--- src/hw/cmp_pkg.sv ---
// Wide magnitude comparator shared definitions
// Operation codes, carry and slice-count types, and the width helpers
// used to size the slice and carry logic
package cmp_pkg;

    // Operation code presented with each pair of operands
    typedef logic [1:0] op_t;

    // Greater-than and greater-or-equal are the native forms.
    // The other two are reached by swapping the operands
    localparam op_t OP_GT = 2'd0;
    localparam op_t OP_GE = 2'd1;
    localparam op_t OP_LT = 2'd2;
    localparam op_t OP_LE = 2'd3;

    // One bit of the lookahead carry chain
    typedef logic carry_t;

    // Counts of bits and slices used when sizing the chunk logic
    typedef int unsigned chunk_cnt_t;

    // Common width that both operands are extended to
    function automatic chunk_cnt_t common_width(
        input chunk_cnt_t a_width,
        input chunk_cnt_t b_width
    );
        return (a_width > b_width) ? a_width : b_width;
    endfunction

    // Number of CHUNK-bit slices needed to cover the common width.
    // The top slice holds the remainder when the width does not divide evenly
    function automatic chunk_cnt_t lcu_slices(
        input chunk_cnt_t width,
        input chunk_cnt_t chunk
    );
        return (width + chunk - 1) / chunk;
    endfunction

endpackage

--- src/hw/cmp_pg_if.sv ---
// Slice propagate/generate bus between the chunk stage and the carry unit
// Carries one propagate and one generate bit per slice, the carry-in
// and the valid bit of the operation in flight
interface cmp_pg_if #(
    parameter int SLICES = 1
);
    import cmp_pkg::*;

    // High where the slice of A equals the slice of B
    logic [SLICES-1:0] p;
    // High where the slice alone decides A > B
    logic [SLICES-1:0] g;
    // Carry into the bottom slice, set for the or-equal forms
    carry_t            ci;
    // Marks a cycle that carries an operation
    logic              valid;

    // Chunk stage side
    modport source (
        output p, g, ci, valid
    );

    // Carry unit side
    modport sink (
        input p, g, ci, valid
    );

endinterface

--- src/hw/cmp_operand_stage.sv ---
// Comparator operand stage
// Folds less-than forms into greater-than forms by swapping the operands,
// extends both to the common width and picks the carry-in, one cycle
module cmp_operand_stage #(
    parameter int A_WIDTH = 32,
    parameter int B_WIDTH = 24
) (
    input  logic                                           clk,
    input  logic                                           reset,
    input  logic                                           in_valid,
    input  logic [A_WIDTH-1:0]                             a,
    input  logic [B_WIDTH-1:0]                             b,
    input  cmp_pkg::op_t                                   op,
    input  logic                                           signed_mode,
    output logic                                           stage_valid,
    output logic [cmp_pkg::common_width(A_WIDTH, B_WIDTH)-1:0] aa,
    output logic [cmp_pkg::common_width(A_WIDTH, B_WIDTH)-1:0] bb,
    output cmp_pkg::carry_t                                ci,
    output logic                                           signed_q
);
    import cmp_pkg::*;

    localparam int WIDTH = common_width(A_WIDTH, B_WIDTH);

    // An operand after extension to the common width
    typedef logic [WIDTH-1:0] word_t;

    word_t  a_ext;
    word_t  b_ext;
    logic   swap;
    carry_t ci_next;

    // Signed mode replicates each operand's own top bit.
    // Unsigned mode pads with zeros
    assign a_ext = signed_mode ? word_t'($signed(a)) : word_t'(a);
    assign b_ext = signed_mode ? word_t'($signed(b)) : word_t'(b);

    // A < B is B > A, and A <= B is B >= A
    assign swap = (op == OP_LT) || (op == OP_LE);

    // The or-equal forms start the chain with a carry so that
    // a fully equal pair still comes out true
    assign ci_next = (op == OP_GE) || (op == OP_LE);

    // Only the valid bit is control state
    always_ff @(posedge clk) begin
        if (reset) begin
            stage_valid <= 1'b0;
        end else begin
            stage_valid <= in_valid;
        end
    end

    // Operand payload, loaded every cycle
    always_ff @(posedge clk) begin
        aa       <= swap ? b_ext : a_ext;
        bb       <= swap ? a_ext : b_ext;
        ci       <= ci_next;
        signed_q <= signed_mode;
    end

    // An operation entering the pipe must carry a defined op code,
    // since the swap and the carry-in both depend on it
    assert property (@(posedge clk) disable iff (reset)
        in_valid |-> !$isunknown(op))
        else $error("op is unknown while in_valid is high");

endmodule

--- src/hw/cmp_chunk_pg.sv ---
// Comparator chunk stage
// Splits the extended operands into CHUNK-bit slices and computes a
// propagate bit (slice equal) and a generate bit (slice says A > B) per slice
module cmp_chunk_pg #(
    parameter int A_WIDTH = 32,
    parameter int B_WIDTH = 24,
    parameter int CHUNK   = 3
) (
    input  logic [cmp_pkg::common_width(A_WIDTH, B_WIDTH)-1:0] aa,
    input  logic [cmp_pkg::common_width(A_WIDTH, B_WIDTH)-1:0] bb,
    input  cmp_pkg::carry_t                                ci,
    input  logic                                           signed_q,
    input  logic                                           stage_valid,
    cmp_pg_if.source                                       pg
);
    import cmp_pkg::*;

    localparam int WIDTH  = common_width(A_WIDTH, B_WIDTH);
    localparam int SLICES = lcu_slices(WIDTH, CHUNK);

    for (genvar s = 0; s < SLICES; s++) begin : g_slice
        // Bit range covered by this slice.
        // The top slice is narrower when CHUNK does not divide the width
        localparam int  LO  = s * CHUNK;
        localparam int  SW  = ((WIDTH - LO) < CHUNK) ? (WIDTH - LO) : CHUNK;
        localparam bit  TOP = (s == SLICES - 1);

        logic [SW-1:0] eq;
        logic [SW-1:0] hit;
        logic          p_s;
        logic          g_s;

        always_comb begin
            logic above_eq;

            // Bitwise equality of the two slices
            eq = aa[LO +: SW] ~^ bb[LO +: SW];

            // A bit favours A when A has a one where B has a zero
            for (int j = 0; j < SW; j++) begin
                hit[j] = aa[LO + j] & ~bb[LO + j];
            end

            // The sign bit weighs negative, so a one there means smaller
            if (TOP && signed_q) begin
                hit[SW-1] = ~aa[WIDTH-1] & bb[WIDTH-1];
            end

            // Priority scan from the top bit down.
            // A lower bit only counts while every bit above it is equal
            above_eq = 1'b1;
            g_s      = 1'b0;
            for (int j = SW - 1; j >= 0; j--) begin
                g_s      = g_s | (above_eq & hit[j]);
                above_eq = above_eq & eq[j];
            end

            // Equal slice leaves the decision to the slices below
            p_s = above_eq;
        end

        assign pg.p[s] = p_s;
        assign pg.g[s] = g_s;
    end

    // Carry-in and valid ride along with the slice bits
    assign pg.ci    = ci;
    assign pg.valid = stage_valid;

endmodule

--- src/hw/cmp_lcu.sv ---
// Comparator lookahead carry unit
// Chains the slice generate and propagate bits from the carry-in upward
// and registers the top carry as the comparison result, one cycle
module cmp_lcu #(
    parameter int A_WIDTH = 32,
    parameter int B_WIDTH = 24,
    parameter int CHUNK   = 3
) (
    input  logic            clk,
    input  logic            reset,
    cmp_pg_if.sink          pg,
    output logic            out_valid,
    output cmp_pkg::carry_t result
);
    import cmp_pkg::*;

    localparam int WIDTH  = common_width(A_WIDTH, B_WIDTH);
    localparam int SLICES = lcu_slices(WIDTH, CHUNK);

    // Carry out of each slice
    logic [SLICES-1:0] co;

    // Each slice either decides on its own or passes the verdict
    // from below when it is equal
    always_comb begin
        co[0] = pg.g[0] | (pg.p[0] & pg.ci);
        for (int s = 1; s < SLICES; s++) begin
            co[s] = pg.g[s] | (pg.p[s] & co[s-1]);
        end
    end

    // The carry out of the top slice is the answer for the whole word
    always_ff @(posedge clk) begin
        if (reset) begin
            out_valid <= 1'b0;
            result    <= 1'b0;
        end else begin
            out_valid <= pg.valid;
            result    <= co[SLICES-1];
        end
    end

    // A reported result must be defined all the way from the operand
    // registers through the slice logic
    assert property (@(posedge clk) disable iff (reset)
        out_valid |-> !$isunknown(result))
        else $error("result is unknown while out_valid is high");

endmodule

--- src/hw/wide_cmp_top.sv ---
// Pipelined wide magnitude comparator
// Compares a and b under op and signed_mode on a slice-and-carry structure
// Result follows its inputs by two cycles, one operation per cycle
module wide_cmp_top #(
    parameter int A_WIDTH = 32,
    parameter int B_WIDTH = 24,
    // Half the input count of a 6-input LUT
    parameter int CHUNK   = 3
) (
    input  logic               clk,
    input  logic               reset,
    input  logic               in_valid,
    input  logic [A_WIDTH-1:0] a,
    input  logic [B_WIDTH-1:0] b,
    input  cmp_pkg::op_t       op,
    input  logic               signed_mode,
    output logic               out_valid,
    output logic               result
);
    import cmp_pkg::*;

    localparam int WIDTH  = common_width(A_WIDTH, B_WIDTH);
    localparam int SLICES = lcu_slices(WIDTH, CHUNK);

    // Registered operand stage outputs
    logic             stage_valid;
    logic [WIDTH-1:0] aa;
    logic [WIDTH-1:0] bb;
    carry_t           ci;
    logic             signed_q;

    // Slice bits from the chunk stage to the carry unit
    cmp_pg_if #(.SLICES(SLICES)) pg_bus ();

    cmp_operand_stage #(.A_WIDTH(A_WIDTH), .B_WIDTH(B_WIDTH)) u_operand (
        .clk        (clk),
        .reset      (reset),
        .in_valid   (in_valid),
        .a          (a),
        .b          (b),
        .op         (op),
        .signed_mode(signed_mode),
        .stage_valid(stage_valid),
        .aa         (aa),
        .bb         (bb),
        .ci         (ci),
        .signed_q   (signed_q)
    );

    cmp_chunk_pg #(.A_WIDTH(A_WIDTH), .B_WIDTH(B_WIDTH), .CHUNK(CHUNK)) u_chunk (
        .aa(aa), .bb(bb), .ci(ci), .signed_q(signed_q), .stage_valid(stage_valid),
        .pg(pg_bus.source)
    );

    cmp_lcu #(.A_WIDTH(A_WIDTH), .B_WIDTH(B_WIDTH), .CHUNK(CHUNK)) u_lcu (
        .clk(clk), .reset(reset), .pg(pg_bus.sink), .out_valid(out_valid), .result(result)
    );

endmodule

--- config.mk ---
export PLATFORM = sky130hd
export DESIGN_NAME = wide_cmp_top
export DESIGN_NICKNAME = d
export VERILOG_FILES = /design/src/hw/cmp_pkg.sv /design/src/hw/cmp_pg_if.sv /design/src/hw/cmp_operand_stage.sv /design/src/hw/cmp_chunk_pg.sv /design/src/hw/cmp_lcu.sv /design/src/hw/wide_cmp_top.sv
export SDC_FILE = /design/constraint.sdc
export NUM_CORES = 1
export LEC_CHECK = 0
export ABC_AREA = 0
export BUFFER_PORTS_ARGS = -buffer_cell sky130_fd_sc_hd__buf_2
export CAP_MARGIN = 20
export CORE_MARGIN = 2
export CORE_UTILIZATION = 59
export DETAILED_ROUTE_END_ITERATION = 10
export PLACE_DENSITY = 0.81
export SYNTH_ARGS = -nofsm -noshare
export SYNTH_HDL_FRONTEND = slang
export SYNTH_HIERARCHICAL = 1
export SYNTH_SLANG_ARGS = --single-unit
--- constraint.sdc ---
create_clock -name clk -period 5.85 [get_ports clk]
set_clock_uncertainty 0.1 [all_clocks]
set_input_delay 0.585 -clock clk [delete_from_list [all_inputs] [get_ports clk]]
set_output_delay 0.585 -clock clk [all_outputs]
set_load 0.01 [all_outputs]
# == Word-level counts from Yosys, hierarchy flattened ==
# Cells that the tools add are included.
# word_totals
ff_bits,69
inputBits,62
output_inout_bits,2
wordCells,178
# classes
eq_ne,3
n_mux,4
n_bitwise,162
reduce_logical,2
# op_table
op,count
32-bit two-way mux,3
1-bit bitwise AND,86
1-bit inverter,33
1-bit bitwise OR,32
3-bit bitwise XNOR,10
2-bit equality test (second input constant),2
2-bit by 1-bit equality test with 1-bit output (second input constant),1
1-bit logical OR,2
2-bit bitwise XNOR,1
1-bit two-way mux,1

# == Logic depth before layout (Yosys ltp) ==
# logic_depth
word_depth,26
mapped_depth,9
ltp_nobuf,8

# == Cells and area by module ==
# Netlist, hierarchy kept.
# by_module_without_submodules
module,instances,cells_each,area_per_inst_um2,seq_area_each_um2
cmp_operand_stage,1,158,2185.8,1341.3
cmp_chunk_pg,1,133,939.7,0.0
cmp_lcu,1,19,153.9,40.0

# == Worst setup path before layout ==
# No wires, ideal clock.
# synth_timing
path_type,register -> register
from,register u_operand/bb[5] (netlist bit)
to,register u_lcu.result
setup_time_ns,0.130
arrival_ns,1.613
required_ns,5.620
path_slack_ns,4.007
stages_incl_launch_ff,10
n_path_buf,1
synth_period_minus_slack_ns,1.843
cell_sequence,dfxtp_1 -> inv_1 -> ha_1 -> a21oi_1 -> nand2_1 -> buf_4 -> a211oi_2 -> o21ai_1 -> a2111oi_2 -> o22ai_1
# synth_between
elab_chain_len,23
elab_cells_between_ends,29
classes_between,bitwise: 29
# synth_lines
element,line,source
"start, declared",cmp_operand_stage.sv:17,"output logic [cmp_pkg::common_width(A_WIDTH, B_WIDTH)-1:0] bb,"
"start signal, assigned",cmp_operand_stage.sv:57,bb <= swap ? a_ext : b_ext;
3-bit bitwise XNOR or 1-bit inverter (tied branches),"cmp_chunk_pg.sv:37, cmp_chunk_pg.sv:41",
1-bit bitwise AND (on tied branches),"cmp_chunk_pg.sv:54, cmp_chunk_pg.sv:41, cmp_chunk_pg.sv:55",
1-bit bitwise OR or 1-bit bitwise AND (tied branches),cmp_chunk_pg.sv:54,g_s = g_s | (above_eq & hit[j]);
1-bit bitwise OR (*),cmp_chunk_pg.sv:54,
via u_chunk.g_slice[1].g_s,cmp_chunk_pg.sv:31,logic g_s;
1-bit bitwise OR (*),cmp_lcu.sv:28,co[s] = pg.g[s] | (pg.p[s] & co[s-1]);
1-bit bitwise AND (*),cmp_lcu.sv:28,
1-bit bitwise OR (*),cmp_lcu.sv:28,
[... 8 more ...],-,
1-bit bitwise AND (*),cmp_lcu.sv:28,
1-bit bitwise OR (*),cmp_lcu.sv:28,
1-bit bitwise AND (*),cmp_lcu.sv:28,
1-bit bitwise OR (*),cmp_lcu.sv:28,
1-bit bitwise AND (*),cmp_lcu.sv:28,
1-bit bitwise OR (*),cmp_lcu.sv:28,
1-bit bitwise AND (*),cmp_lcu.sv:28,
1-bit bitwise OR (*),cmp_lcu.sv:28,
"end signal, assigned",cmp_lcu.sv:39,result <= co[SLICES-1];
"end, declared",cmp_lcu.sv:13,output cmp_pkg::carry_t result
# The timed path passes the listed nets; every way through them passes the cells marked *.
# A chain may end at the register's enable or synchronous reset.

# == Worst setup path after layout ==
# layout_timing
from,register u_operand/bb[5] (netlist bit)
to,register u_lcu.result
# layout_between
elab_chain_len,23
elab_cells_between_ends,29
classes_between,bitwise: 29
# layout_lines
element,line,source
3-bit bitwise XNOR or 1-bit inverter (tied branches),"cmp_chunk_pg.sv:37, cmp_chunk_pg.sv:41",
1-bit bitwise AND (on tied branches),"cmp_chunk_pg.sv:54, cmp_chunk_pg.sv:41, cmp_chunk_pg.sv:55",
1-bit bitwise OR or 1-bit bitwise AND (tied branches),cmp_chunk_pg.sv:54,
1-bit bitwise OR (*),cmp_chunk_pg.sv:54,
via pg_bus.g[1],cmp_pg_if.sv:12,logic [SLICES-1:0] g;
1-bit bitwise OR (*),cmp_lcu.sv:28,
1-bit bitwise AND (*),cmp_lcu.sv:28,
1-bit bitwise OR (*),cmp_lcu.sv:28,
[... 8 more ...],-,
1-bit bitwise AND (*),cmp_lcu.sv:28,
1-bit bitwise OR (*),cmp_lcu.sv:28,
1-bit bitwise AND (*),cmp_lcu.sv:28,
1-bit bitwise OR (*),cmp_lcu.sv:28,
1-bit bitwise AND (*),cmp_lcu.sv:28,
1-bit bitwise OR (*),cmp_lcu.sv:28,
1-bit bitwise AND (*),cmp_lcu.sv:28,
1-bit bitwise OR (*),cmp_lcu.sv:28,
# Marked as above.

==> implementation parameters <==
Parameter                              Value

Outcome
  Outcome ... finished clean

Timing
  Final hold violation count ... 0
  Transition time at the pin with the least slew margin ... 828 ps
  Fraction of the cycle the final worst path needs ... 33.9%
  Max transition margin ... 44.8%
  Final setup violation count ... 0
  Setup repair after global routing missed its margin ... no
  Minimum clock period after layout ... 1980 ps
  Setup Total Neg Slack ... 0 ps
  Max Clk Rate ... 504 MHz
  Final WS setup ... 3870 ps
  Final-report max-slew violation count ... 0

Min path
  Cell depth of the worst min-delay path ... 1
  Hold Path Sink ... u_operand/ci$_DFF_P_
  Startpoint of the most critical hold path ... op[0]
  Class of the tightest hold or removal check ... in -> reg

Logic synthesis
  Synthesized netlist cell count ... 310
  Count of cell types in the netlist ... 25
  Cell Area, Synth ... 3280 um^2
  Fraction of post-synthesis cell area in the top cell type by area ... 42.1%
  Synthesized net count ... 405
  Flip-flop and latch count after synthesis ... 69
  Avg Synthesized Cell Area ... 10.6 um^2
  Synth Warn # ... 6
  Top cells by area in the synthesized netlist ... sky130_fd_sc_hd__dfxtp_1 (42%), sky130_fd_sc_hd__ha_1 (13%), sky130_fd_sc_hd__mux2_4 (11%)
  Sequential-to-total area share from yosys stat ... 42.1%
  Largest area contributor in the synthesized netlist ... sky130_fd_sc_hd__dfxtp_1

Worst setup path
  Startpoint of the most critical register-to-register path ... u_operand/bb[5]$_DFF_P_
  Cell count of the worst reg-to-reg path ... 8
  Arrival time reported for the critical path endpoint ... 2080 ps
  Crit Path Category ... reg -> reg
  Endpoint of the worst-slack reg-to-reg timing path ... u_lcu/result$_SDFF_PP0_
  Biggest cell delay along the critical path ... 420 ps
  Startpoint class of the critical path ... flop
  Reg2reg setup slack ... 3870 ps
  Critical-path cell list ... inv_1, ha_1, a21oi_1, nand2_1, a211oi_2, o21ai_1, a2111oi_2, o22ai_1
  Crit path max-delay cell type ... sky130_fd_sc_hd__a2111oi_2
  Worst setup EP type ... flop
  Critical path data required time ... 5950 ps
  Critical path fanouts, max ... 3

Global routing
  Gr usage total ... 17.7%
  Sum of overflow across all layers after global routing ... 0
  Vias in the first global route ... 2,103
  Number of antenna violations at the first check in global routing ... 0
  Global-route wire length before repair ... 8570 um
  Maximum number of pins on one net before global-route repair ... 67

Clock network
  Clock Sink Count ... 69
  Htree depth ... 3
  Buffer cell driving the clock tree root ... sky130_fd_sc_hd__clkbuf_8
  Clock tree from TritonCTS ... yes
  Total clock buffers created by CTS ... 9
  Post-CTS Setup Bufs ... 0
  Clk slew on worst S/H paths ... 70 ps
  Maximum buffer depth of the clock tree ... 2
  Quantity of gates resized following cts ... 0
  Post-CTS Hold Buffers ... 0
  Source-to-sink clock delay at the later pin of the worst-skew pair ... 330 ps

Floorplan
  Area enclosed by the die boundary ... 6170 um^2
  Number of standard-cell rows in the floorplan ... 27
  Count of boundary I/O pins ... 64
  Std-Cell Core Area ... 5440 um^2
  Effective utilization at floorplan ... 60.3%
  Width of the die ... 78.6 um
  Vertical die dimension ... 78.6 um

Placed design
  Placer's final routability congestion estimate ... 0.768
  Placed cell count ... 414
  Post-Place Worst Slack ... 3840 ps
  Count of port buffers added during placement ... 63
  Sum of net half-perimeters after detailed placement ... 3770 um

Layout
  Antenna cell count ... 0
  Nets ... 448
  Area overhead of the layout relative to synthesis ... 12.4%
  Share of post-route cells with drive strength above 1 ... 36.6%
  Post-Layout Cell Count ... 430

Detailed routing
  Number of DRC violations after detailed-routing iteration 0 ... 49
  Vias after detailed routing ... 2,111
  Routed vias/inst ... 4.91
  Wire per inst ... 11.4 um
  Count of TritonRoute iterations in the first routing pass ... 4
  # DRC ... 0
  Drt total wl ... 4900 um
  Antenna Nets Post-Route ... 0

Pwr
  Worst vdd rail ir drop ... 0.000179 V
  Power density cells ... 308 nW/um^2
  Leakage power total ... 1.94 nW

Flow run
  Maxcap violations ... 0
==> cells by family (layout without fill, tap and decap cells) <==
family | after synthesis | count (layout) | synth area share, %
buffers and inverters | 74 | 122 | 12.2
flip-flops | 69 | 69 | 42.1
AND/OR/NAND/NOR | 57 | 57 | 8.78
multiplexers | 48 | 48 | 19.1
adder cells (fa/ha/maj) | 33 | 33 | 12.6
AO/OA/AOI/OAI | 29 | 29 | 5.15
==> cell type report <==
| type | count | area, um^2 |
|---|---|---|
| fillers | 436 | 1750 |
| multi-input cells | 167 | 1500 |
| flip-flops and latches | 69 | 1380 |
| repair buffers | 64 | 323 |
| inverters | 42 | 158 |
| clock buffers | 10 | 128 |
| clock inverters | 6 | 111 |
| well taps | 72 | 90.1 |
==> critical path: cells and delay by family (launching register included) <==
family	cells	cell delay, ps
adder cells (fa/ha/maj)	1	300
AND/OR/NAND/NOR	1	90
flip-flops	1	310
buffers and inverters	1	40
AO/OA/AOI/OAI	5	1020
==> metrics by stage <==
| stage | instance area, um^2 | power, mW | hold slack, ps | util, % |
|---|---|---|---|---|
| 2_1_floorplan | 3280 | 0.670 | 403 | - |
| 3_3_place_gp | 3450 | 0.682 | 327 | 63.4 |
| 5_1_grt | 3690 | 1.20 | 248 | 67.8 |
| 4_1_cts | 3690 | 1.15 | 251 | 67.8 |
| 6_report | 3690 | 1.13 | 269 | 67.8 |
| 3_5_place_dp | 3450 | 0.691 | 325 | 63.4 |
==> report_power, final <==
group	leakage, nW	internal (mW)	switching (mW)	total [mW]
clock network	0.116	0.283	0.171	0.455
registers	0.581	0.507	0.0108	0.518
logic	1.24	0.0873	0.0744	0.162
==> cell usage after synthesis <==
| cell | n |
|---|---|
| sky130_fd_sc_hd__a2111oi_2 | 1 |
| sky130_fd_sc_hd__and3_1 | 10 |
| sky130_fd_sc_hd__a211oi_2 | 1 |
| sky130_fd_sc_hd__buf_6 | 4 |
| sky130_fd_sc_hd__and2_1 | 1 |
| sky130_fd_sc_hd__nand3b_1 | 1 |
| sky130_fd_sc_hd__ha_1 | 33 |
| sky130_fd_sc_hd__a221o_1 | 1 |
| sky130_fd_sc_hd__nand2_1 | 27 |
| sky130_fd_sc_hd__inv_1 | 42 |
| sky130_fd_sc_hd__nor2_1 | 1 |
| sky130_fd_sc_hd__dfxtp_1 | 69 |
| sky130_fd_sc_hd__nor3_4 | 1 |
| sky130_fd_sc_hd__mux2_4 | 23 |
| sky130_fd_sc_hd__mux2_2 | 25 |
| sky130_fd_sc_hd__nand3_2 | 1 |
| sky130_fd_sc_hd__nor2b_1 | 4 |
| sky130_fd_sc_hd__clkbuf_1 | 1 |
| sky130_fd_sc_hd__buf_2 | 3 |
| sky130_fd_sc_hd__o21ai_1 | 2 |
| sky130_fd_sc_hd__o21ai_0 | 10 |
| sky130_fd_sc_hd__a21oi_1 | 13 |
| sky130_fd_sc_hd__nand3_1 | 11 |
| sky130_fd_sc_hd__buf_4 | 24 |
| sky130_fd_sc_hd__o22ai_1 | 1 |
==> cells in the final DEF, fill, tap and decap left out, drive strengths merged, types with 2 or more instances in the layout <==
cell,instances
and3,10
bufinv,3
nor2b,4
mux2,48
clkbuf,10
inv,42
buf,64
a21oi,13
dfxtp,69
nand2,27
o21ai,12
nand3,12
clkinv,2
ha,33
==> state kept, by name (all words and copies together), names as in the netlist <==
| name | flops |
|---|---|
| u_operand/aa | 32 |
| u_operand/bb | 32 |
| u_lcu/out_valid | 1 |
| u_lcu/result | 1 |
| u_operand/ci | 1 |
| u_operand/signed_q | 1 |
| u_operand/stage_valid | 1 |
==> worst max-delay path by stage <==
| stage | cells past startpoint | start | end |
|---|---|---|---|
| 6_report | 8 | u_operand/bb[5]$_DFF_P_ | u_lcu/result$_SDFF_PP0_ |
| 5_1_grt | 8 | u_operand/bb[5]$_DFF_P_ | u_lcu/result$_SDFF_PP0_ |
| 4_1_cts | 8 | u_operand/bb[5]$_DFF_P_ | u_lcu/result$_SDFF_PP0_ |
| 3_5_place_dp | 4 | op[1] | u_operand/bb[29]$_DFF_P_ |
| 3_3_place_gp | 8 | u_operand/bb[5]$_DFF_P_ | u_lcu/result$_SDFF_PP0_ |
| 2_1_floorplan | 9 | u_operand/bb[5]$_DFF_P_ | u_lcu/result$_SDFF_PP0_ |
==> per-layer routing <==
metal / GRT usage [%] / part of all wire [%]
met1: 19.2 / 42
met2: 32.4 / 52
met3: 3.79 / 4.5
met4: 8.60 / 1.3
met5: 0 / 0
Power figures use the tool's default switching activity.
